<file path="config.mk">
export PLATFORM = sky130hd
export DESIGN_NAME = eeprom_rw_ctrl
export DESIGN_NICKNAME = d
export VERILOG_FILES = /design/src/eeprom_bus_pkg.sv /design/src/eeprom_ctrl_pkg.sv /design/src/eeprom_rw_ctrl.sv
export SDC_FILE = /design/constraint.sdc
export NUM_CORES = 1
export LEC_CHECK = 0
export ABC_AREA = 1
export BUFFER_PORTS_ARGS = -buffer_cell sky130_fd_sc_hd__buf_4
export CORE_AREA = 2 2 61 86
export DETAILED_ROUTE_END_ITERATION = 10
export DIE_AREA = 0 0 63 88
export GPL_ROUTABILITY_DRIVEN = 0
export PLACE_DENSITY = 0.73
export SLEW_MARGIN = 40
export SYNTH_ARGS = -nofsm -noshare
export SYNTH_HDL_FRONTEND = slang
export SYNTH_SLANG_ARGS = --single-unit
</file>
<file path="constraint.sdc">
create_clock -name CLK -period 1.9 [get_ports CLK]
set_input_delay 0.19 -clock CLK [delete_from_list [all_inputs] [get_ports CLK]]
set_output_delay 0.19 -clock CLK [all_outputs]
set_load 0.02 [all_outputs]
</file>
<file path="src/eeprom_bus_pkg.sv">
package eeprom_bus_pkg;

    // 24C16 family device type, upper nibble of the control byte
    localparam logic [3:0] eeprom_dev_code = 4'b1010;

    // r/w bit at the bottom of the control byte
    localparam logic rw_write = 1'b0;
    localparam logic rw_read  = 1'b1;

    // field view of the control byte, msb first on the wire
    typedef struct packed {
        logic [3:0] dev_code;
        logic [2:0] block;    // addr[10:8], selects the 256 byte block
        logic       rw;
    } ctrl_byte_fields_t;

    // the shifters see the raw byte
    // the controller builds it and the slave decodes it field by field
    typedef union packed {
        logic [7:0]        raw;
        ctrl_byte_fields_t fields;
    } ctrl_byte_u;

endpackage

</file>
<file path="src/eeprom_ctrl_pkg.sv">
package eeprom_ctrl_pkg;

    typedef logic [10:0] eeprom_addr_t;   // 2 Kbyte array

    // host request as captured on the wr/rd strobe
    typedef struct packed {
        eeprom_addr_t addr;
        logic [7:0]   wdata;
        logic         is_read;
    } eeprom_req_t;

    // bit engine operations
    // op_byte_in is reserved, the read path uses op_nomack
    typedef enum logic [2:0] {
        op_start,
        op_stop,
        op_byte_out,
        op_byte_in,
        op_mack,
        op_nomack
    } bit_op_e;

    typedef struct packed {
        bit_op_e    op;
        logic [7:0] tx_byte;  // only used by op_byte_out
    } bit_cmd_t;

    typedef enum logic [3:0] {
        st_idle,
        st_start,
        st_ctrl_wr,
        st_addr,
        st_data_wr,
        st_restart,
        st_ctrl_rd,
        st_data_rd,
        st_stop,
        st_done
    } xfer_state_e;

endpackage

</file>
<file path="src/eeprom_rw_ctrl.sv">
`timescale 1ns/100ps

module eeprom_rw_ctrl (
    input  logic                          CLK,
    input  logic                          RESET,
    input  logic                          wr,
    input  logic                          rd,
    input  eeprom_ctrl_pkg::eeprom_addr_t addr,
    input  logic [7:0]                    wdata,
    output logic                          busy,
    output logic                          ack,
    output logic                          nack_err,
    output logic [7:0]                    rdata,
    output logic                          run,
    output eeprom_ctrl_pkg::bit_cmd_t     cmd,
    output logic                          cmd_go,
    output logic                          sample_clr,
    input  logic                          bit_done,
    input  logic [7:0]                    rx_byte,
    input  logic                          rx_ack_bit
);

    import eeprom_bus_pkg::*;
    import eeprom_ctrl_pkg::*;

    xfer_state_e state;
    xfer_state_e nxt;
    eeprom_req_t req;
    eeprom_req_t req_in;
    eeprom_req_t req_src;
    logic        launch;      // start the bit op of nxt
    logic        nack_pend;
    logic        ack_slot;    // byte ops where the device must ack

    function automatic logic [7:0] ctrl_byte(eeprom_addr_t a, logic rw);
        ctrl_byte_u cb;
        cb.fields.dev_code = eeprom_dev_code;
        cb.fields.block    = a[10:8];
        cb.fields.rw       = rw;
        return cb.raw;
    endfunction

    function automatic bit_cmd_t cmd_for(xfer_state_e s, eeprom_req_t r);
        bit_cmd_t c;
        c.op      = op_byte_out;
        c.tx_byte = 8'h00;
        case (s)
            st_start, st_restart: c.op = op_start;
            st_ctrl_wr: c.tx_byte = ctrl_byte(r.addr, rw_write);
            st_addr:    c.tx_byte = r.addr[7:0];
            st_data_wr: c.tx_byte = r.wdata;
            st_ctrl_rd: c.tx_byte = ctrl_byte(r.addr, rw_read);
            st_data_rd: c.op = op_nomack;   // single byte, master does not ack
            default:    c.op = op_stop;
        endcase
        return c;
    endfunction

    assign req_in   = '{addr: addr, wdata: wdata, is_read: rd};
    assign req_src  = (state == st_idle) ? req_in : req;
    assign ack_slot = state inside {st_ctrl_wr, st_addr, st_data_wr, st_ctrl_rd};
    assign busy     = (state != st_idle);
    // drop run right at the stop's bit_done so scl stays high afterwards
    assign run      = busy && (state != st_done) && !(state == st_stop && bit_done);

    always_comb begin
        nxt    = state;
        launch = 1'b0;
        case (state)
            st_idle: begin
                if (wr || rd) begin
                    nxt    = st_start;
                    launch = 1'b1;
                end
            end
            st_done: nxt = st_idle;
            default: begin
                if (bit_done) begin
                    launch = 1'b1;
                    case (state)
                        st_start:   nxt = st_ctrl_wr;
                        st_ctrl_wr: nxt = rx_ack_bit ? st_stop : st_addr;
                        st_addr: begin
                            if (rx_ack_bit) begin
                                nxt = st_stop;
                            end else begin
                                nxt = req.is_read ? st_restart : st_data_wr;
                            end
                        end
                        st_restart: nxt = st_ctrl_rd;
                        st_ctrl_rd: nxt = rx_ack_bit ? st_stop : st_data_rd;
                        st_data_wr, st_data_rd: nxt = st_stop;
                        default: begin   // stop finished
                            nxt    = st_done;
                            launch = 1'b0;
                        end
                    endcase
                end
            end
        endcase
    end

    always_ff @(posedge CLK) begin
        if (RESET) begin
            state      <= st_idle;
            cmd_go     <= 1'b0;
            sample_clr <= 1'b0;
            ack        <= 1'b0;
            nack_err   <= 1'b0;
            nack_pend  <= 1'b0;
        end else begin
            state      <= nxt;
            cmd_go     <= launch;
            sample_clr <= launch;
            ack        <= (state == st_done);
            nack_err   <= (state == st_done) && nack_pend;
            if (state == st_idle) begin
                nack_pend <= 1'b0;
            end else if (ack_slot && bit_done && rx_ack_bit) begin
                nack_pend <= 1'b1;
            end
        end
    end

    always_ff @(posedge CLK) begin
        if (launch) begin
            cmd <= cmd_for(nxt, req_src);
        end
        if (state == st_idle && (wr || rd)) begin
            req <= req_in;
        end
        if (state == st_data_rd && bit_done) begin
            rdata <= rx_byte;   // held until the next read
        end
    end

    a_ack_pulse: assert property (@(posedge CLK) disable iff (RESET)
        ack |=> !ack);

    // no bus activity outside a transaction
    a_go_busy: assert property (@(posedge CLK) disable iff (RESET)
        cmd_go |-> busy);

endmodule

</file>
# Word-level counts from Yosys, hierarchy flattened
# Cells that the tools add are included.
[word_totals]
ff_bits = 47
in_bits = 33
output_inout_bits = 25
[classes]
eq_ne = 17
muxes = 15
n_reduce_logical = 18
[op_table]
columns = ["operator", "count"]
rows = [
  ["$eq A4 B3 Y1 const B", 8],
  ["$pmux W8 S4", 1],
  ["$pmux W4 S6", 1],
  ["$mux W20", 1],
  ["$mux W4", 5],
  ["$eq A4 B2 Y1 const B", 4],
  ["$pmux W3 S3", 1],
  ["$eq A4 B1 Y1 const B", 2],
  ["$eq A4 B4 Y1 const B", 2],
  ["$logic_and A1 B1 Y1", 8],
  ["$pmux W4 S2", 1],
  ["$reduce_bool A4 Y1", 2],
  ["$reduce_or A7 Y1", 1],
  ["$reduce_or A2 Y1", 3],
  ["$logic_not A4 Y1", 1],
  ["$mux W1", 4],
  ["$ne A4 B4 Y1 const B", 1],
  ["$reduce_or A4 Y1", 1],
  ["$pmux W1 S2", 1],
  ["$logic_not A1 Y1", 1],
  ["$logic_or A1 B1 Y1", 1],
]

# Longest topological paths before layout
# Gate-level depths: netlist of run 1.
[depth]
depth_word = 8
depth_mapped = 11
ltp_nobuf = 11

# Worst setup path after synthesis of run 1
# Ideal clock, no wire load.
[synth_timing]
path_kind = "reg-to-reg"
startpoint = "reg state[3]"
endpoint = "reg cmd[0] (netlist bit), enable pin"
setup_time_ns = 0.345
arrival_time_ns = 1.450
path_slack_ns = 0.105
stages_incl_launch_ff = 6
n_path_buf = 0
period_less_slack_ns = 1.795
cell_sequence = "dfxtp_1 -> nor2_2 -> nand2_2 -> nor2_4 -> inv_1 -> nand2_1"
[synth_between]
elab_chain_cells = 5
word_cells_on_any_way = 13
[synth_lines]
columns = ["element", "line", "rtl"]
rows = [
  ["start: declaration", "eeprom_rw_ctrl.sv:26", "xfer_state_e state;"],
  ["start signal: assignment", "eeprom_rw_ctrl.sv:105", "state <= st_idle;"],
  ["start signal: assignment", "eeprom_rw_ctrl.sv:112", "state <= nxt;"],
  ["$eq A4 B2 Y1, or another cell as far along", "eeprom_rw_ctrl.sv:80", "case (state)"],
  ["$reduce_or A7 Y1 (no source line)", "--", ""],
  ["$mux W1", "eeprom_rw_ctrl.sv:80", ""],
  ["$mux W1", "eeprom_rw_ctrl.sv:78", "if (bit_done) begin"],
  ["$pmux W1 S2 *", "eeprom_rw_ctrl.sv:69", "case (state)"],
  ["net launch", "eeprom_rw_ctrl.sv:31", "logic launch;"],
  ["end signal: assignment", "eeprom_rw_ctrl.sv:127", "cmd <= cmd_for(nxt, req_src);"],
  ["end: declaration", "eeprom_rw_ctrl.sv:15", "output eeprom_ctrl_pkg::bit_cmd_t cmd,"],
]
# The timed path passes the listed nets; every way through them passes the cells marked *.
# A chain may end at the register's enable or synchronous reset.

# Final worst setup path of run 1
[layout_timing]
startpoint = "reg state[3]"
endpoint = "reg cmd[2] (netlist bit), data pin"
[layout_between]
elab_chain_cells = 7
word_cells_on_any_way = 20
[layout_lines]
columns = ["element", "line", "rtl"]
rows = [
  ["$eq A4 B3 Y1", "eeprom_rw_ctrl.sv:80", ""],
  ["$reduce_or A2 Y1", "eeprom_rw_ctrl.sv:80", ""],
  ["$pmux W4 S6", "eeprom_rw_ctrl.sv:80", ""],
  ["$mux W4", "eeprom_rw_ctrl.sv:78", ""],
  ["$pmux W4 S2", "eeprom_rw_ctrl.sv:69", ""],
  ["$eq A4 B3 Y1 / $eq A4 B2 Y1 (equally long branches)", "eeprom_rw_ctrl.sv:47", "case (s)"],
  ["$pmux W8 S4 *", "eeprom_rw_ctrl.sv:47", ""],
]
# Every way passes the cells marked *; elsewhere a longest branch is shown, timed or not.

==> results.json, run 1 <==
{
  "status": "completed",
  "wl_mm": 4.44,
  "synth_ff_type": "edfxtp_1",
  "total_power_w": 0.00306,
  "min_period_ns": 1.73,
  "synth_cell_type_count": 23,
  "path_class": "flip-flop to flip-flop",
  "fmax_ghz": 0.577,
  "cts-root-buf": "clkbuf_8",
  "dp_hpwl_mm": 3.40,
  "ys_async_sr_fraction": 0,
  "finalCritPeriodShare": 0.912,
  "grtUsageTotal": 0.171,
  "cts_buffers": 5,
  "nets": 321,
  "vias": 1751,
  "synth_edf_count": 39,
  "slowest_stage": "dfxtp_1",
  "setup_violations": 0,
  "crit_buf_inv": 1,
  "wl_per_cell_um": 12.6,
  "start_util": 0.451,
  "yosys.area.top_type": "edfxtp_1",
  "viasPerCell": 4.96,
  "syn_area_per_cell_um2": 9.47,
  "min_path_type": "input pin to flip-flop",
  "cts_tree": "done",
  "syn_to_final_growth_pct": 28.7,
  "synthTopCellsByCount": "83 x nand2_1, 39 x edfxtp_1, 27 x nand3_1",
  "antenna_found_initial": 0,
  "syn-cell-area_um2": 2150,
  "hold-worst-slack_ns": 0.0668,
  "timing.rr.end": "cmd[2]$_DFFE_PP_",
  "num_rows": 30,
  "clk_latency_ns": 0.30,
  "power_leakage_nw": 1.25,
  "grt_pass1_wl_mm": 7.43,
  "synth_top_area_share": 0.545,
  "die_y_um": 88,
  "yosysSeqAreaShare": 0.619,
  "power_frac_seq": 0.453,
  "clkTransAtPathRegs_ns": 0.08,
  "layout-drive-gt1-share": 0.301,
  "hold_path_depth": 1,
  "grt_pass1_vias": 1651,
  "hold_end": "rdata[0]$_DFFE_PP_",
  "htreeDepth": 2,
  "critical_path.max_fanout": 8,
  "intPower_w": 0.00205,
  "ios": 58,
  "cts_num_sinks": 47,
  "ys_top_cells_by_area": "edfxtp_1 54%, nand2_1 14%, dfxtp_1 7.5%",
  "drt_iter0_drc": 60,
  "r2r_setup_slack_ns": 0.17,
  "core_um2": 4770,
  "crit_chain": "inv_2, nor2_1, nand2_2, nand2_2, nor2_2, a21oi_4, nor2_2, nand3_1, nand3_1",
  "r2r_start": "state[3]$_SDFF_PP0_",
  "grt-ovfl-total": 0,
  "comb_power_share": 0.319,
  "port_buffers": 57,
  "drc": 0,
  "switching_share": 0.330,
  "syn_nets": 260,
  "die_x_um": 63,
  "clockBufferDepth": 2,
  "reg2reg_depth": 9,
  "cp-end-kind": "flip-flop",
  "worstPathArrival_ns": 1.79,
  "antenna_cells": 0,
  "ir_drop_uv": 648,
  "power_frac_clock": 0.228,
  "grt_max_degree": 21,
  "tightest_slew_ns": 0.453,
  "dr.pass1.iters": 4,
  "dieArea_um2": 5540,
  "finalSetupTns_ns": 0,
  "slew_headroom": 0.698,
  "required_ns": 1.96,
  "skew_ns": 0.00564,
  "final_hold_viol_count": 0,
  "path_delay_family": "simple AND/OR/NAND/NOR gates",
  "ant_nets": 0,
  "slew_viol_final": 0,
  "cpPeakStageDelay_ns": 0.41,
  "worstHoldStart": "rx_byte[0]",
  "power_density_nw_per_um2": 1100,
  "postSynthCellCount": 227,
  "synth.most_common_cell": "nand2_1",
  "switchingPower_w": 0.00101,
  "ys_ff_latch": 47,
  "cap_violations": 0,
  "cp-start-kind": "flip-flop",
  "ys.warnings.count": 0,
  "ctsHoldBuffers": 0
}
==> final cells by class <==
type | instances | area [µm²]
Clock inverter | 3 | 38.8
Multi-Input combinational cell | 157 | 727
Sequential cell | 47 | 1330
Fill cell | 437 | 2000
Tap cell | 64 | 80.1
Inverter | 16 | 62.6
Clock buffer | 5 | 68.8
Timing Repair Buffer | 61 | 458
==> worst register-to-register path: stages, from the launching register on <==
cell     delay (ns)
dfxtp_1        0.41
inv_2          0.10
nor2_1         0.16
nand2_2        0.11
nand2_2        0.09
nor2_2         0.06
a21oi_4        0.28
nor2_2         0.13
nand3_1        0.10
nand3_1        0.07
==> sequential cells by signal, summed over array words and instances, names as in the netlist <==
signal and count:
state 4, rdata 8, sample_clr 1, nack_pend 1, nack_err 1, req 20
ack 1, cmd 11
==> cell usage in the layout (no fill, tap or decap) <==
master      n
a21oi_1     5
a21oi_4     1
a31oi_1     2
buf_4      61
bufinv_16   1
clkbuf_8    5
clkinv_1    1
clkinv_2    1
dfxtp_1     8
edfxtp_1   39
inv_1      12
inv_2       3
inv_4       1
nand2_1    83
nand2_2     4
nand2_4     1
nand3_1    27
nor2_1     15
nor2_2      6
nor2_4      2
nor3_1      4
nor3b_1     1
o211ai_1    5
o21ai_2     1
==> per-stage QoR <==
step | worst slack, ns | instance area (µm²) | utilization | std cells
global route | -0.00717 | 2770 | 0.580 | 353
global placement | 0.208 | 2650 | 0.556 | 345
floorplan | 0.105 | 2150 | - | 227
CTS | 0.133 | 2760 | 0.579 | 353
detailed placement | 0.142 | 2650 | 0.556 | 345
finish | 0.167 | 2770 | 0.580 | 353
==> metal layers <==
layer | up-vias | part of all wire | global-route usage
met2 | 70 | 0.52 | 0.306
met3 | 9 | 0.081 | 0.0488
met5 | - | 0 | 0
li1 | 874 | - | -
met4 | 0 | 0.018 | 0.0606
met1 | 798 | 0.38 | 0.195
==> worst max path at each step <==
stage,slack (ns),end,startpoint,cells after the start
floorplan,0.11,cmd[0]$_DFFE_PP_,state[3]$_SDFF_PP0_,5
global placement,0.21,cmd[3]$_DFFE_PP_,state[0]$_SDFF_PP0_,9
detailed placement,0.14,cmd[5]$_DFFE_PP_,state[1]$_SDFF_PP0_,9
CTS,0.13,cmd[5]$_DFFE_PP_,state[1]$_SDFF_PP0_,9
global route,-0.007,cmd[5]$_DFFE_PP_,state[0]$_SDFF_PP0_,9
finish,0.17,cmd[2]$_DFFE_PP_,state[3]$_SDFF_PP0_,9
==> cell families after synthesis <==
family / after synthesis / share of synthesized area
buf+inv: 23 / 0.0454
simple gates: 143 / 0.290
compound gates: 14 / 0.0448
flops: 47 / 0.619
==> timing repair <==
item / 4_1_cts / 5_1_grt
setup buffers: 0 / 0
setup endpoints to repair: 0 / 8
endpoints found under the hold margin: 0 / 0
gates resized for setup: 0 / 2
==> power groups by stage <==
| stage | clock (W) | combinational, W | sequential [W] |
|---|---|---|---|
| after floorplan | 0 | 0.000531 | 0.00150 |
| after global placement | 0 | 0.000961 | 0.00141 |
| after CTS | 0.000714 | 0.000983 | 0.00139 |
| after global routing | 0.000756 | 0.00109 | 0.00140 |
| final | 0.000697 | 0.000975 | 0.00138 |
| after detailed placement | 0 | 0.000977 | 0.00141 |
Note: power is estimated with default switching activity, not from simulation.
==> run 2: changes to the inputs <==
Settings changed: BUFFER_PORTS_ARGS -buffer_cell sky130_fd_sc_hd__buf_4 to unset, CORE_AREA 2 2 61 86 to 2 2 59 83, DIE_AREA 0 0 63 88 to 0 0 61 85, DONT_BUFFER_PORTS set to 1, PLACE_DENSITY 0.73 to 0.66.
==> run 2 against run 1 <==
Combinational power shrank 23%. Sequential share of layout area up 2.1 points. Setup slack better by 0.020 ns. Critical path type unchanged. Largest power group unchanged.
==> results.json, run 2 (synthesis results as in run 1) <==
{
  "wl_per_cell_um": 13.3,
  "ios": 58,
  "largest_register_ffs": 20,
  "worstPathArrival_ns": 1.89,
  "finalNonFillerCells": 328,
  "clkTransAtPathRegs_ns": 0.09,
  "slew_headroom": 0.744,
  "htreeDepth": 2,
  "grt_max_degree": 21,
  "setup_violations": 0,
  "grt-ovfl-total": 0,
  "fill_cells": 372,
  "cp_num_cells": 9,
  "cts_num_sinks": 47,
  "hold_path_depth": 2,
  "grt_pass1_wl_mm": 7.02,
  "finalCritPeriodShare": 0.902,
  "antenna_cells": 0,
  "power_density_nw_per_um2": 1080,
  "drc": 0,
  "multi_input_area_um2": 726,
  "dp_hpwl_mm": 3.14,
  "final_util": 0.593,
  "grt_pass1_vias": 1620,
  "cts_tree": "done",
  "antenna_found_initial": 0,
  "cpMostUsedCell": "nand3_1",
  "port_buffers": 0,
  "final_hold_viol_count": 0,
  "cts_setup_buffers": 0,
  "nets": 298,
  "die_y_um": 85,
  "drt_iter0_drc": 41,
  "viasPerCell": 5.03,
  "clockBufferDepth": 2,
  "grtUsageTotal": 0.186,
  "finalSetupTns_ns": 0,
  "reg2reg_depth": 9,
  "start_util": 0.482,
  "cap_violations": 0,
  "ant_nets": 0,
  "layout-drive-gt1-share": 0.128,
  "min_path_type": "input pin to flip-flop",
  "cp-end-kind": "flip-flop",
  "clk_latency_ns": 0.31,
  "fmax_ghz": 0.584,
  "crit_chain": "inv_1, nor2_1, nand3_1, nand2_1, a21oi_1, buf_4, nor2_1, nand3_1, nand3_1",
  "layout_common_cells": "83 x nand2_1, 39 x edfxtp_1, 29 x dlygate4sd3_1",
  "cpPeakStageDelay_ns": 0.40,
  "slew_viol_final": 0,
  "wl_mm": 4.38,
  "slowest_stage": "dfxtp_1",
  "syn_to_final_growth_pct": 23.2,
  "largestRegisters": "req: 20 flops, cmd: 11 flops, rdata: 8 flops",
  "ff_latch_area_um2": 1330,
  "final_common_cell": "nand2_1",
  "skew_ns": 0.00857,
  "dieArea_um2": 5190,
  "ir_drop_uv": 704,
  "min_period_ns": 1.71,
  "power_leakage_nw": 1.11,
  "die_x_um": 61,
  "cp-start-kind": "flip-flop",
  "core_um2": 4460,
  "path_class": "flip-flop to flip-flop",
  "status": "completed",
  "largest-register": "req",
  "placed_cells": 291,
  "cts-root-buf": "clkbuf_8",
  "required_ns": 2.07,
  "crit_buf_inv": 2,
  "path_delay_family": "simple AND/OR/NAND/NOR gates",
  "vias": 1649,
  "dr.pass1.iters": 4,
  "tightest_slew_ns": 0.384,
  "critical_path.max_fanout": 4,
  "num_rows": 29,
  "cts_buffers": 5,
  "grt_setup_unrepaired": "false"
}
[run 2: worst paths after layout]
| check | startpoint | to | slack [ns] |
|---|---|---|---|
| setup / recovery | state[1]$_SDFF_PP0_ | cmd[1]$_DFFE_PP_ | 0.19 |
| hold / removal | bit_done | nack_pend$_SDFFE_PP0P_ | 0.1 |
| setup reg to reg | state[1]$_SDFF_PP0_ | cmd[1]$_DFFE_PP_ | 0.19 |
| hold reg to reg | nack_pend$_SDFFE_PP0P_ | nack_err$_SDFF_PP0_ | 0.49 |
[run 2: through the flow]
stage / area (µm²) / worst slack (ns) / power [W] / hold WS (ns)
2_1_floorplan: 2150 / 0.105 / 0.00203 / 0.289
4_1_cts: 2640 / 0.180 / 0.00290 / 0.0909
3_3_place_gp: 2260 / 0.210 / 0.00223 / 0.264
3_5_place_dp: 2260 / 0.204 / 0.00224 / 0.265
5_1_grt: 2650 / 0.00809 / 0.00306 / 0.0928
6_report: 2650 / 0.187 / 0.00287 / 0.0992
[run 2: power breakdown]
group | internal, W | switching (W) | leakage [nW]
clock network | 0.000263 | 0.000345 | 0.0443
registers | 0.00133 | 0.000171 | 0.445
logic | 0.000253 | 0.000501 | 0.618
total | 0.00185 | 0.00102 | 1.11
[run 2: area by class of cell]
| type | instances | area share |
|---|---|---|
| sequential | 47 | 0.503 |
| multi-input combinational | 157 | 0.274 |
| timing repair buffer | 38 | 0.135 |
| tap | 62 | 0.0293 |
| clock buffer | 5 | 0.0260 |
| inverter | 16 | 0.0236 |
| clock inverter | 3 | 0.00945 |
[run 2: what timing repair did]
item	in CTS	in global routing
resized for setup	0	1
hold buffers	29	0
endpoints found under the setup margin	0	3
hold endpoints to repair	36	0
[run 2: per-layer routing]
metal  up-vias  share of wire  global-route usage
met4         0          0.018              0.0870
met2        55           0.53               0.312
met1       755           0.39               0.202
li1        830              -                   -
met3         9          0.062              0.0671
met5         -              0                   0
